$ cat config.mk
export PLATFORM = sky130hd
export DESIGN_NAME = bus_decoder
export DESIGN_NICKNAME = d
export VERILOG_FILES = /design/src/verilog/cornet_pkg.sv /design/src/verilog/bus_decoder.sv
export SDC_FILE = /design/constraint.sdc
export NUM_CORES = 1
export LEC_CHECK = 0
export BUFFER_PORTS_ARGS = -buffer_cell sky130_fd_sc_hd__buf_2
export CORE_ASPECT_RATIO = 0.8
export CORE_MARGIN = 3
export CORE_UTILIZATION = 31
export DETAILED_ROUTE_END_ITERATION = 10
export PLACE_DENSITY = 0.74
export SLEW_MARGIN = 20
export SYNTH_ARGS = -nofsm -noshare
export SYNTH_HDL_FRONTEND = slang
export SYNTH_SLANG_ARGS = --single-unit
$ cat constraint.sdc
create_clock -name clk -period 1.8 [get_ports clk]
set_clock_uncertainty 0.05 [all_clocks]
set_input_delay 0.36 -clock clk [delete_from_list [all_inputs] [get_ports clk]]
set_output_delay 0.36 -clock clk [all_outputs]
set_load 0.005 [all_outputs]
$ cat src/verilog/cornet_pkg.sv
// Memory map, opcodes and bus structs of the Cornet test platform, imported by every RTL module.
`default_nettype none

package cornet_pkg;

   // Work RAM sits at the bottom of the address space.
   localparam logic [15:0] ram_base  = 16'h0000;
   localparam int          ram_words = 2048;
   localparam int          ram_aw    = $clog2(ram_words);

   // Boot ROM fills the top 4 KiB, so it also holds the reset vector.
   localparam logic [15:0] rom_base  = 16'hf000;
   localparam int          rom_words = 4096;
   localparam int          rom_aw    = $clog2(rom_words);

   localparam logic [15:0] port_addr     = 16'hd000;
   localparam logic [15:0] reset_vector  = 16'hfffc;
   localparam logic [7:0]  unmapped_data = 8'hff;

   // The seven opcodes the CPU knows. Anything else is a one-byte no-op.
   localparam logic [7:0] op_lda_imm  = 8'ha9;
   localparam logic [7:0] op_ldx_imm  = 8'ha2;
   localparam logic [7:0] op_lda_absx = 8'hbd;
   localparam logic [7:0] op_sta_abs  = 8'h8d;
   localparam logic [7:0] op_inx      = 8'he8;
   localparam logic [7:0] op_jmp_abs  = 8'h4c;
   localparam logic [7:0] op_bne      = 8'hd0;

   // Request from the CPU. rd_req is a level, wr_en a one-cycle strobe.
   typedef struct packed {
      logic [15:0] addr;
      logic [7:0]  wr_data;
      logic        wr_en;
      logic        rd_req;
   } bus_req_t;

   // Merged read response returned to the CPU.
   typedef struct packed {
      logic [7:0] rd_data;
      logic       rd_ack;
   } bus_rsp_t;

   // Response of a single memory before the decoder picks one.
   typedef struct packed {
      logic [7:0] rd_data;
      logic       rd_ack;
   } mem_rsp_t;

endpackage

`default_nettype wire

$ cat src/verilog/bus_decoder.sv
// Address decoder between the CPU and memories; merges read responses and owns the output port.
`timescale 1ns/1ps
`default_nettype none

module bus_decoder
   import cornet_pkg::*;
(
   input  logic       clk,
   input  logic       reset_n,
   input  bus_req_t   cpu_req,
   output bus_rsp_t   cpu_rsp,
   output logic       rom_sel,
   output logic       ram_sel,
   input  mem_rsp_t   rom_rsp,
   input  mem_rsp_t   ram_rsp,
   output logic [7:0] port_data,
   output logic       port_strobe
);

   logic unmapped_ack;
   logic port_hit;

   assign rom_sel  = (cpu_req.addr[15:rom_aw] == rom_base[15:rom_aw]);
   assign ram_sel  = (cpu_req.addr[15:ram_aw] == ram_base[15:ram_aw]);
   assign port_hit = (cpu_req.addr == port_addr);

   // Reads outside both memories, the port included, are answered here.
   always_ff @(posedge clk) begin
      if (!reset_n) begin
         unmapped_ack <= 1'b0;
      end else begin
         unmapped_ack <= cpu_req.rd_req && !rom_sel && !ram_sel && !unmapped_ack;
      end
   end

   // addr is held until the ack, so the current region picks the response.
   always_comb begin
      if (rom_sel) begin
         cpu_rsp.rd_data = rom_rsp.rd_data;
         cpu_rsp.rd_ack  = rom_rsp.rd_ack;
      end else if (ram_sel) begin
         cpu_rsp.rd_data = ram_rsp.rd_data;
         cpu_rsp.rd_ack  = ram_rsp.rd_ack;
      end else begin
         cpu_rsp.rd_data = unmapped_data;
         cpu_rsp.rd_ack  = unmapped_ack;
      end
   end

   always_ff @(posedge clk) begin
      if (!reset_n) begin
         port_data   <= 8'h00;
         port_strobe <= 1'b0;
      end else begin
         port_strobe <= cpu_req.wr_en && port_hit;
         if (cpu_req.wr_en && port_hit) begin
            port_data <= cpu_req.wr_data;
         end
      end
   end

   // The regions do not overlap, so two memories never answer at once.
   a_one_ack: assert property (@(posedge clk) disable iff (!reset_n)
      !(rom_rsp.rd_ack && ram_rsp.rd_ack));

endmodule

`default_nettype wire

==> impl_metrics.toml <==
[drt]
via_count = 703
finalWirelength_um = 1740
wl_per_cell_um = 11.1
first_pass_iters = 2
vias_per_cell = 4.48
ant_nets = 0
drc_errors = 0
drt-initial-drc-count = 1

[global_routing]
gr-total-overflow = 0
grt_antenna_before_repair = 0
grt_start_max_net_pins = 19
track_usage = 0.160
use_met1 = 0.168
grt_pass1_wl_um = 2790
use_met2 = 0.302
grt_pass1_vias = 677
grtUsageMet3 = 0.0619
grt-busiest-layer = "met2"

[floorplan]
core-area_um2 = 1520
rows = 12
die_area_um2 = 2290
initial_utilization = 0.358
chipHeight_um = 43.4
die_x_um = 52.8
ioPinCount = 66

[pwr]
p_leak_nw = 0.507
switching_share = 0.213
p_total_w = 0.000517
clock_power_share = 0.382
power_switching_w = 0.000110
p_int_w = 0.000407
combPwrFrac = 0.186
pwr-share-seq = 0.432
power-per-cell-area_nw_per_um2 = 520
peakVddDrop_mv = 0.409

[place]
globalplace.congestion = 0.867
dp_hpwl_um = 1410
dp.cells = 150
io_buffers = 65

[job]
max-cap-violations = 0

[logic_synthesis]
synth_cells = 62
ys_ff_latch = 10
ys_top_cells_by_area = "dfxtp_1, mux2i_1, o22a_1, nand2_1, or4_1"
synth_top_area_share = 0.369
synth_nets = 108
synthesis.area_um2 = 543
yosysWarningCount = 0
yosysTopAreaCell = "dfxtp_1"
synth_cell_type_count = 17
synth_seq_area_share = 0.369
syn_avg_cell_area_um2 = 8.76

[clock_tree]
clockRootBuffer = "clkbuf_4"
cts_sinks = 10
ctsHoldBuffers = 0
clk_pin_slew_ps = 60
cts_max_level = 1
insertion_delay_ps = 260
cts_buffer_depth = 2
cts_buffers = 3
cts_tree = "built"

[final_layout]
area_growth_pct = 83.2
drive_gt1_frac = 0.603
nets = 183
final_cell_mix = "buf_2, nand2_1, dfxtp_1"
n_fill_cell = 140
n_antenna_cell = 0
instances_no_fill = 157
final_common_cell = "buf_2"

[outcome]
violations = "setup timing"
status = "finished with violations"

[timing]
timing_hold_violations_final = 0
fin_ws_ps = -194
rsz0062_at_grt = "true"
tightest_slew_ps = 374
slew_headroom = 0.750
fin_crit_sh = 1.11
period_minus_slack_ps = 1990
setup_viol = 10
drv_slew = 0
fmax_ghz = 0.502

[worst_hold_path]
hp-class = "input port to flip-flop"

[worst_setup_path]
startpoint_type = "input port"
cp_max_fo = 5
required_ps = 1390
endpoint_kind = "output pin"
cp.arrival_ps = 1580
rrSetupSlack_ps = 1100
crit_type = "input port to output pin"
power by group through the flow:
stage	registers, W	clock network [W]	logic, W
floorplan	0.000228	0	0.0000253
global placement	0.000228	0	0.0000857
detailed placement	0.000228	0	0.0000877
CTS	0.000223	0.000204	0.0000938
global route	0.000223	0.000220	0.000108
finish	0.000223	0.000198	0.0000965
path summary, 6_finish.rpt:
| check | from | endpoint | cells after the start |
|---|---|---|---|
| setup / recovery | cpu_req[21] | cpu_rsp[6] | 6 |
| hold reg to reg | unmapped_ack | unmapped_ack | 1 |
| setup reg to reg | unmapped_ack | unmapped_ack | 1 |
| hold / removal | cpu_req[0] | unmapped_ack | 3 |
worst max-delay path, stage by stage:
cell and delay, ps:
buf_6 90, or2_4 240, or4_4 430, buf_2 170, o22a_1 180, buf_2 120
layer usage:
metal / wire length (um) / up-vias
li1: - / 370
met4: 0 / 0
met1: 662 / 309
met5: 0 / -
met3: 106 / 0
met2: 969 / 24
stage by stage:
step | setup slack, ps | area, um2 | utilization | setup TNS [ps] | hold WS (ps)
2_1_floorplan | -7.16 | 546 | - | -7.16 | 346
3_3_place_gp | -210 | 916 | 0.604 | -1550 | 357
3_5_place_dp | -210 | 916 | 0.604 | -1630 | 365
4_1_cts | -187 | 985 | 0.649 | -1470 | 260
5_1_grt | -253 | 995 | 0.656 | -1980 | 271
6_report | -194 | 995 | 0.656 | -1540 | 266
synth_stat cells:
cell,instances
nand2_1,18
dfxtp_1,10
mux2i_1,9
o22a_1,8
clkbuf_1,2
inv_1,2
nand4_1,2
or4_1,2
and2_1,1
buf_2,1
buf_6,1
nor4_1,1
nor4_2,1
nor4b_1,1
o21ai_0,1
or2_1,1
or4_4,1
what timing repair did:
| action | CTS | global route |
|---|---|---|
| buffers inserted | 1 | 1 |
| pin swaps | 5 | 1 |
| endpoints found under the setup margin | 10 | 10 |
| resized for setup | 4 | 1 |
| gates cloned | 1 | 0 |
cells by family (layout without fill, tap and decap cells):
group,Yosys count,in the layout,share of synthesized area
and+or+nand+nor,28,28,0.270
DFF,10,10,0.369
AOI/OAI and AO/OA,9,9,0.138
muxes,9,9,0.166
buffers and inverters,6,80,0.0576
registers in the layout (all words and copies together), names as in the netlist:
| name | cells |
|---|---|
| unmapped_ack | 1 |
| port_strobe | 1 |
| port_data | 8 |
final cells by class:
cell class | count | area [um2] | area share
well taps | 21 | 26.3 | 0.0264
clock buffers | 4 | 36.3 | 0.0365
inverters | 2 | 7.51 | 0.00755
multi-input cells | 46 | 318 | 0.319
flip-flops and latches | 10 | 200 | 0.201
repair buffers | 74 | 407 | 0.409
Note: power is estimated with default switching activity, not from simulation.
