File: src/verilog/cornet_pkg.sv
// Memory map, opcodes and bus structs of the Cornet test platform, imported by every RTL module.
`default_nettype none

package cornet_pkg;

   // Work RAM sits at the bottom of the address space.
   localparam logic [15:0] ram_base  = 16'h0000;
   localparam int          ram_words = 2048;
   localparam int          ram_aw    = $clog2(ram_words);

   // Boot ROM fills the top 4 KiB, so it also holds the reset vector.
   localparam logic [15:0] rom_base  = 16'hf000;
   localparam int          rom_words = 4096;
   localparam int          rom_aw    = $clog2(rom_words);

   localparam logic [15:0] port_addr     = 16'hd000;
   localparam logic [15:0] reset_vector  = 16'hfffc;
   localparam logic [7:0]  unmapped_data = 8'hff;

   // The seven opcodes the CPU knows. Anything else is a one-byte no-op.
   localparam logic [7:0] op_lda_imm  = 8'ha9;
   localparam logic [7:0] op_ldx_imm  = 8'ha2;
   localparam logic [7:0] op_lda_absx = 8'hbd;
   localparam logic [7:0] op_sta_abs  = 8'h8d;
   localparam logic [7:0] op_inx      = 8'he8;
   localparam logic [7:0] op_jmp_abs  = 8'h4c;
   localparam logic [7:0] op_bne      = 8'hd0;

   // Request from the CPU. rd_req is a level, wr_en a one-cycle strobe.
   typedef struct packed {
      logic [15:0] addr;
      logic [7:0]  wr_data;
      logic        wr_en;
      logic        rd_req;
   } bus_req_t;

   // Merged read response returned to the CPU.
   typedef struct packed {
      logic [7:0] rd_data;
      logic       rd_ack;
   } bus_rsp_t;

   // Response of a single memory before the decoder picks one.
   typedef struct packed {
      logic [7:0] rd_data;
      logic       rd_ack;
   } mem_rsp_t;

endpackage

`default_nettype wire

File: src/verilog/cornet_cpu.sv
// Minimal 6502-style CPU for bus bring-up; boots from the reset vector and runs seven opcodes.
`timescale 1ns/1ps
`default_nettype none

module cornet_cpu
   import cornet_pkg::*;
(
   input  logic     clk,
   input  logic     reset_n,
   output bus_req_t bus_req,
   input  bus_rsp_t bus_rsp
);

   typedef enum logic [2:0] {
      F_RESET, F_BOOT, F_VECTOR, F_FETCH, F_OPCODE, F_EXEC
   } fetch_state_t;

   typedef enum logic [1:0] {D_IDLE, D_OPERAND, D_DATA} dec_state_t;

   typedef enum logic [1:0] {B_IDLE, B_LOW, B_GAP, B_HIGH} bus_state_t;

   typedef enum logic [1:0] {ACC_BYTE, ACC_WORD, ACC_WRITE} acc_kind_t;

   fetch_state_t fetch_state;
   dec_state_t   dec_state;
   bus_state_t   bus_state;

   logic [15:0] pc;
   logic [15:0] pc_next;
   logic [7:0]  ir;
   logic [7:0]  reg_a;
   logic [7:0]  reg_x;
   logic        flag_z;

   logic        fetch_start;
   logic        fetch_word;
   logic [15:0] fetch_addr;
   logic        dec_go;
   logic        dec_start;
   acc_kind_t   dec_kind;
   logic [15:0] dec_addr;
   logic        exe_go;
   logic        exe_done;

   logic        acc_start;
   acc_kind_t   acc_kind;
   logic [15:0] acc_addr;
   logic        acc_done;
   logic        acc_word_mode;
   logic [15:0] acc_word;

   // Fetch and decode take turns driving the access machine.
   assign acc_start = fetch_start | dec_start;
   assign acc_kind  = fetch_start ? (fetch_word ? ACC_WORD : ACC_BYTE) : dec_kind;
   assign acc_addr  = fetch_start ? fetch_addr : dec_addr;

   // Fetch machine. Two idle cycles after reset, then the vector, then the opcode loop.
   always_ff @(posedge clk) begin
      fetch_start <= 1'b0;
      dec_go      <= 1'b0;
      if (!reset_n) begin
         fetch_state <= F_RESET;
      end else begin
         case (fetch_state)
            F_RESET: fetch_state <= F_BOOT;
            F_BOOT: begin
               fetch_start <= 1'b1;
               fetch_word  <= 1'b1;
               fetch_addr  <= reset_vector;
               fetch_state <= F_VECTOR;
            end
            F_VECTOR: if (acc_done) begin
               pc          <= acc_word;
               fetch_state <= F_FETCH;
            end
            F_FETCH: begin
               fetch_start <= 1'b1;
               fetch_word  <= 1'b0;
               fetch_addr  <= pc;
               fetch_state <= F_OPCODE;
            end
            F_OPCODE: if (acc_done) begin
               ir          <= acc_word[7:0];
               dec_go      <= 1'b1;
               fetch_state <= F_EXEC;
            end
            F_EXEC: if (exe_done) begin
               pc          <= pc_next;
               fetch_state <= F_FETCH;
            end
            default: fetch_state <= F_RESET;
         endcase
      end
   end

   // Decode machine. Reads the operand, then does the data access for LDA abs,X and STA.
   always_ff @(posedge clk) begin
      dec_start <= 1'b0;
      exe_go    <= 1'b0;
      if (!reset_n) begin
         dec_state <= D_IDLE;
      end else begin
         case (dec_state)
            D_IDLE: if (dec_go) begin
               dec_addr <= pc + 16'd1;
               case (ir)
                  op_lda_imm, op_ldx_imm, op_bne: begin
                     dec_start <= 1'b1;
                     dec_kind  <= ACC_BYTE;
                     dec_state <= D_OPERAND;
                  end
                  op_lda_absx, op_sta_abs, op_jmp_abs: begin
                     dec_start <= 1'b1;
                     dec_kind  <= ACC_WORD;
                     dec_state <= D_OPERAND;
                  end
                  default: exe_go <= 1'b1;
               endcase
            end
            D_OPERAND: if (acc_done) begin
               if (ir == op_lda_absx) begin
                  dec_start <= 1'b1;
                  dec_kind  <= ACC_BYTE;
                  dec_addr  <= acc_word + {8'h00, reg_x};
                  dec_state <= D_DATA;
               end else if (ir == op_sta_abs) begin
                  dec_start <= 1'b1;
                  dec_kind  <= ACC_WRITE;
                  dec_addr  <= acc_word;
                  dec_state <= D_DATA;
               end else begin
                  exe_go    <= 1'b1;
                  dec_state <= D_IDLE;
               end
            end
            D_DATA: if (acc_done) begin
               exe_go    <= 1'b1;
               dec_state <= D_IDLE;
            end
            default: dec_state <= D_IDLE;
         endcase
      end
   end

   // Execute machine. The last byte read sits in acc_word[7:0].
   always_ff @(posedge clk) begin
      exe_done <= 1'b0;
      if (!reset_n) begin
         reg_a  <= 8'h00;
         reg_x  <= 8'h00;
         flag_z <= 1'b0;
      end else if (exe_go) begin
         exe_done <= 1'b1;
         case (ir)
            op_lda_imm, op_lda_absx: begin
               reg_a   <= acc_word[7:0];
               flag_z  <= (acc_word[7:0] == 8'h00);
               pc_next <= (ir == op_lda_imm) ? pc + 16'd2 : pc + 16'd3;
            end
            op_ldx_imm: begin
               reg_x   <= acc_word[7:0];
               flag_z  <= (acc_word[7:0] == 8'h00);
               pc_next <= pc + 16'd2;
            end
            op_inx: begin
               reg_x   <= reg_x + 8'd1;
               flag_z  <= (reg_x == 8'hff);
               pc_next <= pc + 16'd1;
            end
            op_sta_abs: pc_next <= pc + 16'd3;
            op_jmp_abs: pc_next <= acc_word;
            // Offset is relative to the byte after BNE.
            op_bne: pc_next <= flag_z ? pc + 16'd2
                                      : pc + 16'd2 + {{8{acc_word[7]}}, acc_word[7:0]};
            default: pc_next <= pc + 16'd1;
         endcase
      end
   end

   // Bus-access machine. A word is two byte reads with rd_req dropped between them.
   always_ff @(posedge clk) begin
      acc_done      <= 1'b0;
      bus_req.wr_en <= 1'b0;
      if (!reset_n) begin
         bus_state      <= B_IDLE;
         bus_req.rd_req <= 1'b0;
      end else begin
         case (bus_state)
            B_IDLE: if (acc_start) begin
               bus_req.addr <= acc_addr;
               if (acc_kind == ACC_WRITE) begin
                  bus_req.wr_en   <= 1'b1;
                  bus_req.wr_data <= reg_a;
                  acc_done        <= 1'b1;
               end else begin
                  bus_req.rd_req <= 1'b1;
                  acc_word_mode  <= (acc_kind == ACC_WORD);
                  bus_state      <= B_LOW;
               end
            end
            B_LOW: if (bus_rsp.rd_ack) begin
               bus_req.rd_req <= 1'b0;
               acc_word[7:0]  <= bus_rsp.rd_data;
               if (acc_word_mode) begin
                  bus_req.addr <= bus_req.addr + 16'd1;
                  bus_state    <= B_GAP;
               end else begin
                  acc_done  <= 1'b1;
                  bus_state <= B_IDLE;
               end
            end
            B_GAP: begin
               bus_req.rd_req <= 1'b1;
               bus_state      <= B_HIGH;
            end
            B_HIGH: if (bus_rsp.rd_ack) begin
               bus_req.rd_req <= 1'b0;
               acc_word[15:8] <= bus_rsp.rd_data;
               acc_done       <= 1'b1;
               bus_state      <= B_IDLE;
            end
            default: bus_state <= B_IDLE;
         endcase
      end
   end

   // Only one access is ever in flight.
   a_no_rd_wr: assert property (@(posedge clk) disable iff (!reset_n)
      !(bus_req.rd_req && bus_req.wr_en));

   // A pending read holds its request and address until the responder answers.
   a_rd_hold: assert property (@(posedge clk) disable iff (!reset_n)
      bus_req.rd_req && !bus_rsp.rd_ack |=> bus_req.rd_req && $stable(bus_req.addr));

endmodule

`default_nettype wire

File: config.mk
export PLATFORM = sky130hd
export DESIGN_NAME = cornet_cpu
export DESIGN_NICKNAME = d
export VERILOG_FILES = /design/src/verilog/cornet_pkg.sv /design/src/verilog/cornet_cpu.sv
export SDC_FILE = /design/constraint.sdc
export NUM_CORES = 1
export LEC_CHECK = 0
export ABC_AREA = 1
export BUFFER_PORTS_ARGS = -buffer_cell sky130_fd_sc_hd__buf_2
export CAP_MARGIN = 10
export CELL_PAD_IN_SITES_DETAIL_PLACEMENT = 1
export CELL_PAD_IN_SITES_GLOBAL_PLACEMENT = 2
export CORE_UTILIZATION = 41
export CTS_CLUSTER_DIAMETER = 80
export DETAILED_ROUTE_END_ITERATION = 10
export PLACE_DENSITY = 0.84
export SYNTH_ARGS = -nofsm -noshare
export SYNTH_HDL_FRONTEND = slang
export SYNTH_SLANG_ARGS = --single-unit
File: constraint.sdc
create_clock -name clk -period 6 [get_ports clk]
set_clock_uncertainty 0.2 [all_clocks]
set_input_delay 1.2 -clock clk [delete_from_list [all_inputs] [get_ports clk]]
set_output_delay 1.2 -clock clk [all_outputs]
set_load 0.005 [all_outputs]
==> reports/results.tsv <==
stage	metric	value	unit
yosys	yosys.area_share.simple	25.7	%
die	initial_core_util	41.9	%
route	viasPerCell	5.52	
yosys	synth_compound_gate_area_share	12.5	%
power	combPwrFrac	14.6	%
cts	max-clock-path-buffers	2	
setup_path	worstReg2RegEnd	pc_next[14]	
cts	post-cts-setup-buffers	0	
die	core-area	0.0219	mm^2
route	first_pass_iters	5	
final_layout	fin_cells	1481	
route	routedWlPerCell	20.6	um
setup_path	start_kind	flop	
power	seqPwrFrac	45.2	%
run	maxCapViolations	0	
final_layout	finalNetCount	1233	
grt	grt_pass1_wl	47.7	mm
power	swShare	30.4	%
setup_path	cp-end-kind	flop	
setup_path	required	5990	ps
grt	grt_max_degree	32	
final_layout	final_common_cell	nand2_1	
sta	tightest_slew	1170	ps
power	power.leakage	4.22	nW
power	max-vdd-ir-drop	0.171	mV
placement	place.gp.congestion	0.899	
yosys	synth_xor_area_share	4.20	%
yosys	synth_top_family_by_area	simple AND/OR/NAND/NOR gates	
die	dieHeight	152	um
power	power_density	267	mW/mm^2
setup_path	setup.worst_path.class	reg -> reg	
cts	cts_tree	done	
cts	cts_hold_buf	0	
cts	cts_sinks	148	
sta	finalCritPeriodShare	57.8	%
sta	finalHoldViolCount	0	
cts	cts_root_buf	clkbuf_16	
sta	rsz0062_at_grt	false	
sta	hold_ws	240	ps
setup_path	cp.arrival	3460	ps
sta	slew_headroom	21.4	%
route	drc_errors	0	
setup_path	critPathCapture	pc_next[14]	
yosys	synth_area	0.00917	mm^2
placement	dpl.hpwl	23.5	mm
final_layout	n_antenna_cell	0	
placement	io_buffer_count	36	
final_layout	stdcell_area	0.0103	mm^2
yosys	synth_fa_ha_area_share	4.80	%
final_layout	most-common-layout-cells	nand2_1 (283), nor2_1 (138), inv_1 (128), edfxtp_1 (116), o21ai_0 (65)	
yosys	syn_area_per_cell	7.98	um^2
yosys	yosysSeqAreaShare	45.0	%
setup_path	cp_max_fo	7	
setup_path	r2r_start	pc[2]	
die	die_area	0.0230	mm^2
grt	gr-usage-all-layers	28.3	%
cts	cts-resized-gates	0	
yosys	synth_cell_types	50	
final_layout	layout-drive-gt1-share	9.66	%
setup_path	reg2reg_slack	2530	ps
cts	cts_htree_levels	4	
power	p_switching	0.832	mW
worst_hold_path	hold_path.class	reg -> reg	
final_layout	area_growth	11.9	%
yosys	synth.area.top_cells	edfxtp_1 (38%), nand2_1 (12%), dfxtp_1 (7.0%)	
grt	grt_pass1_vias	8426	
power	internal_power	1.90	mW
sta	fmax	288	MHz
final_layout	post-route-util	46.9	%
sta	tns	0	ps
sta	period_minus_slack	3470	ps
route	drtIter0Drc	454	
yosys	syn-instance-count	1149	
setup_path	reg2regPathDepth	14	
die	rows	54	
sta	setup_violations	0	
grt	overflow	0	
run_status	status	complete, no violations	
placement	post_dp_cell_area	0.00965	mm^2
sta	slew_viol_final	0	
placement	dp.cells	1447	
grt	antenna_found_initial	0	
yosys	synth_warnings	0	
yosys	yosys.area.top_type_share	38.0	%
cts	clkSlewWorstSetupHoldPaths	70	ps
setup_path	critPathLaunch	pc[2]	
route	wirelength	30.5	mm
route	ant_nets	0	
power	power.clock.fraction	40.1	%
yosys	synthMuxAreaShare	0.873	%
route	vias	8169	
cts	clk_latency	440	ps
die	die_w	152	um
yosys	ys_seq_elements	148	
die	io_pins	37	
yosys	synth_nets	1194	
cts	cts_buffers	17	
yosys	synth_top_area_cell	edfxtp_1	
[Yosys cell counts (all sizes together)]
library cell,count
o221ai,3
xnor2,7
nor2,144
o211a,1
and2,3
nor3,29
a21oi,53
xor2,37
o21ai,74
clkbuf,11
mux2i,8
nor3b,2
dfxtp,32
a41oi,1
nand3,63
or2,8
o2111ai,2
o32ai,8
inv,137
nand3b,3
nand2,290
nor4,2
o21bai,6
a21o,3
a22oi,2
o22ai,9
a211oi,10
clkinv,2
o211ai,7
ha,32
nand4,14
a31oi,15
fa,2
edfxtp,116
buf,12
a21boi,1
[layout make-up]
cell class	count	area, um^2
clock buffers	17	425
multi-input cells	839	4430
flip-flops and latches	148	4120
well taps	280	350
fillers	2754	11600
inverters	139	522
repair buffers	43	240
clock inverters	15	166
[metrics by stage]
step	total power, mW	worst slack (ps)
after floorplan	1.51	2640
after global placement	1.64	2360
after detailed placement	1.65	2250
after CTS	2.74	2540
after global routing	2.84	2240
final	2.74	2530
[worst max-delay path, stage by stage (launching register included)]
cell      delay, ps
edfxtp_1        550
ha_1            290
inv_1            80
nor2_1          260
nand2_1         110
xor2_1          430
ha_1            380
a21oi_1         210
nand2_1         120
a21oi_1         190
nand2_1          70
nand2_1          60
nand3_1          60
nand2_1         140
a21oi_2          60
[worst min-delay path by stage]
stage	from	cells past startpoint	end
global route	reg_a[3]	0	bus_req[5]
detailed placement	reg_a[5]	0	bus_req[7]
finish	reg_a[2]	0	bus_req[4]
floorplan	reg_a[0]	0	bus_req[2]
global placement	reg_a[2]	0	bus_req[4]
CTS	reg_a[5]	0	bus_req[7]
[cells by family after synthesis]
logic type                 after synthesis
muxes                                    8
and+or+nand+nor                        558
xor gates and xnor gates                44
DFF                                    148
AOI/OAI and AO/OA                      195
buffers and inverters                  162
adders and majority gates               34
[state kept, by name, summed over array words and instances, names as in the netlist, 2 cells and up, named ones only]
signal and flops:
bus_req 26, acc_word 16, dec_addr 16, fetch_addr 16, pc 16, pc_next 16
ir 8, reg_a 8, reg_x 8, fetch_state 3, dec_kind 2, dec_state 2
[routing by layer]
layer | part of all wire (%) | track usage [%] | vias up
met1 | 45 | 36.6 | 3941
met3 | 4.6 | 4.25 | 54
li1 | - | - | 3952
met5 | 0 | 0 | -
met2 | 47 | 47.5 | 222
met4 | 3.1 | 10.7 | 0
[power groups by stage]
stage / clock network (mW) / registers, mW / logic, mW
floorplan: 0 / 1.24 / 0.274
detailed placement: 0 / 1.26 / 0.391
global route: 1.14 / 1.25 / 0.454
CTS: 1.11 / 1.24 / 0.396
finish: 1.10 / 1.24 / 0.400
global placement: 0 / 1.26 / 0.380
No activity file was read; power rests on OpenSTA's default activity.
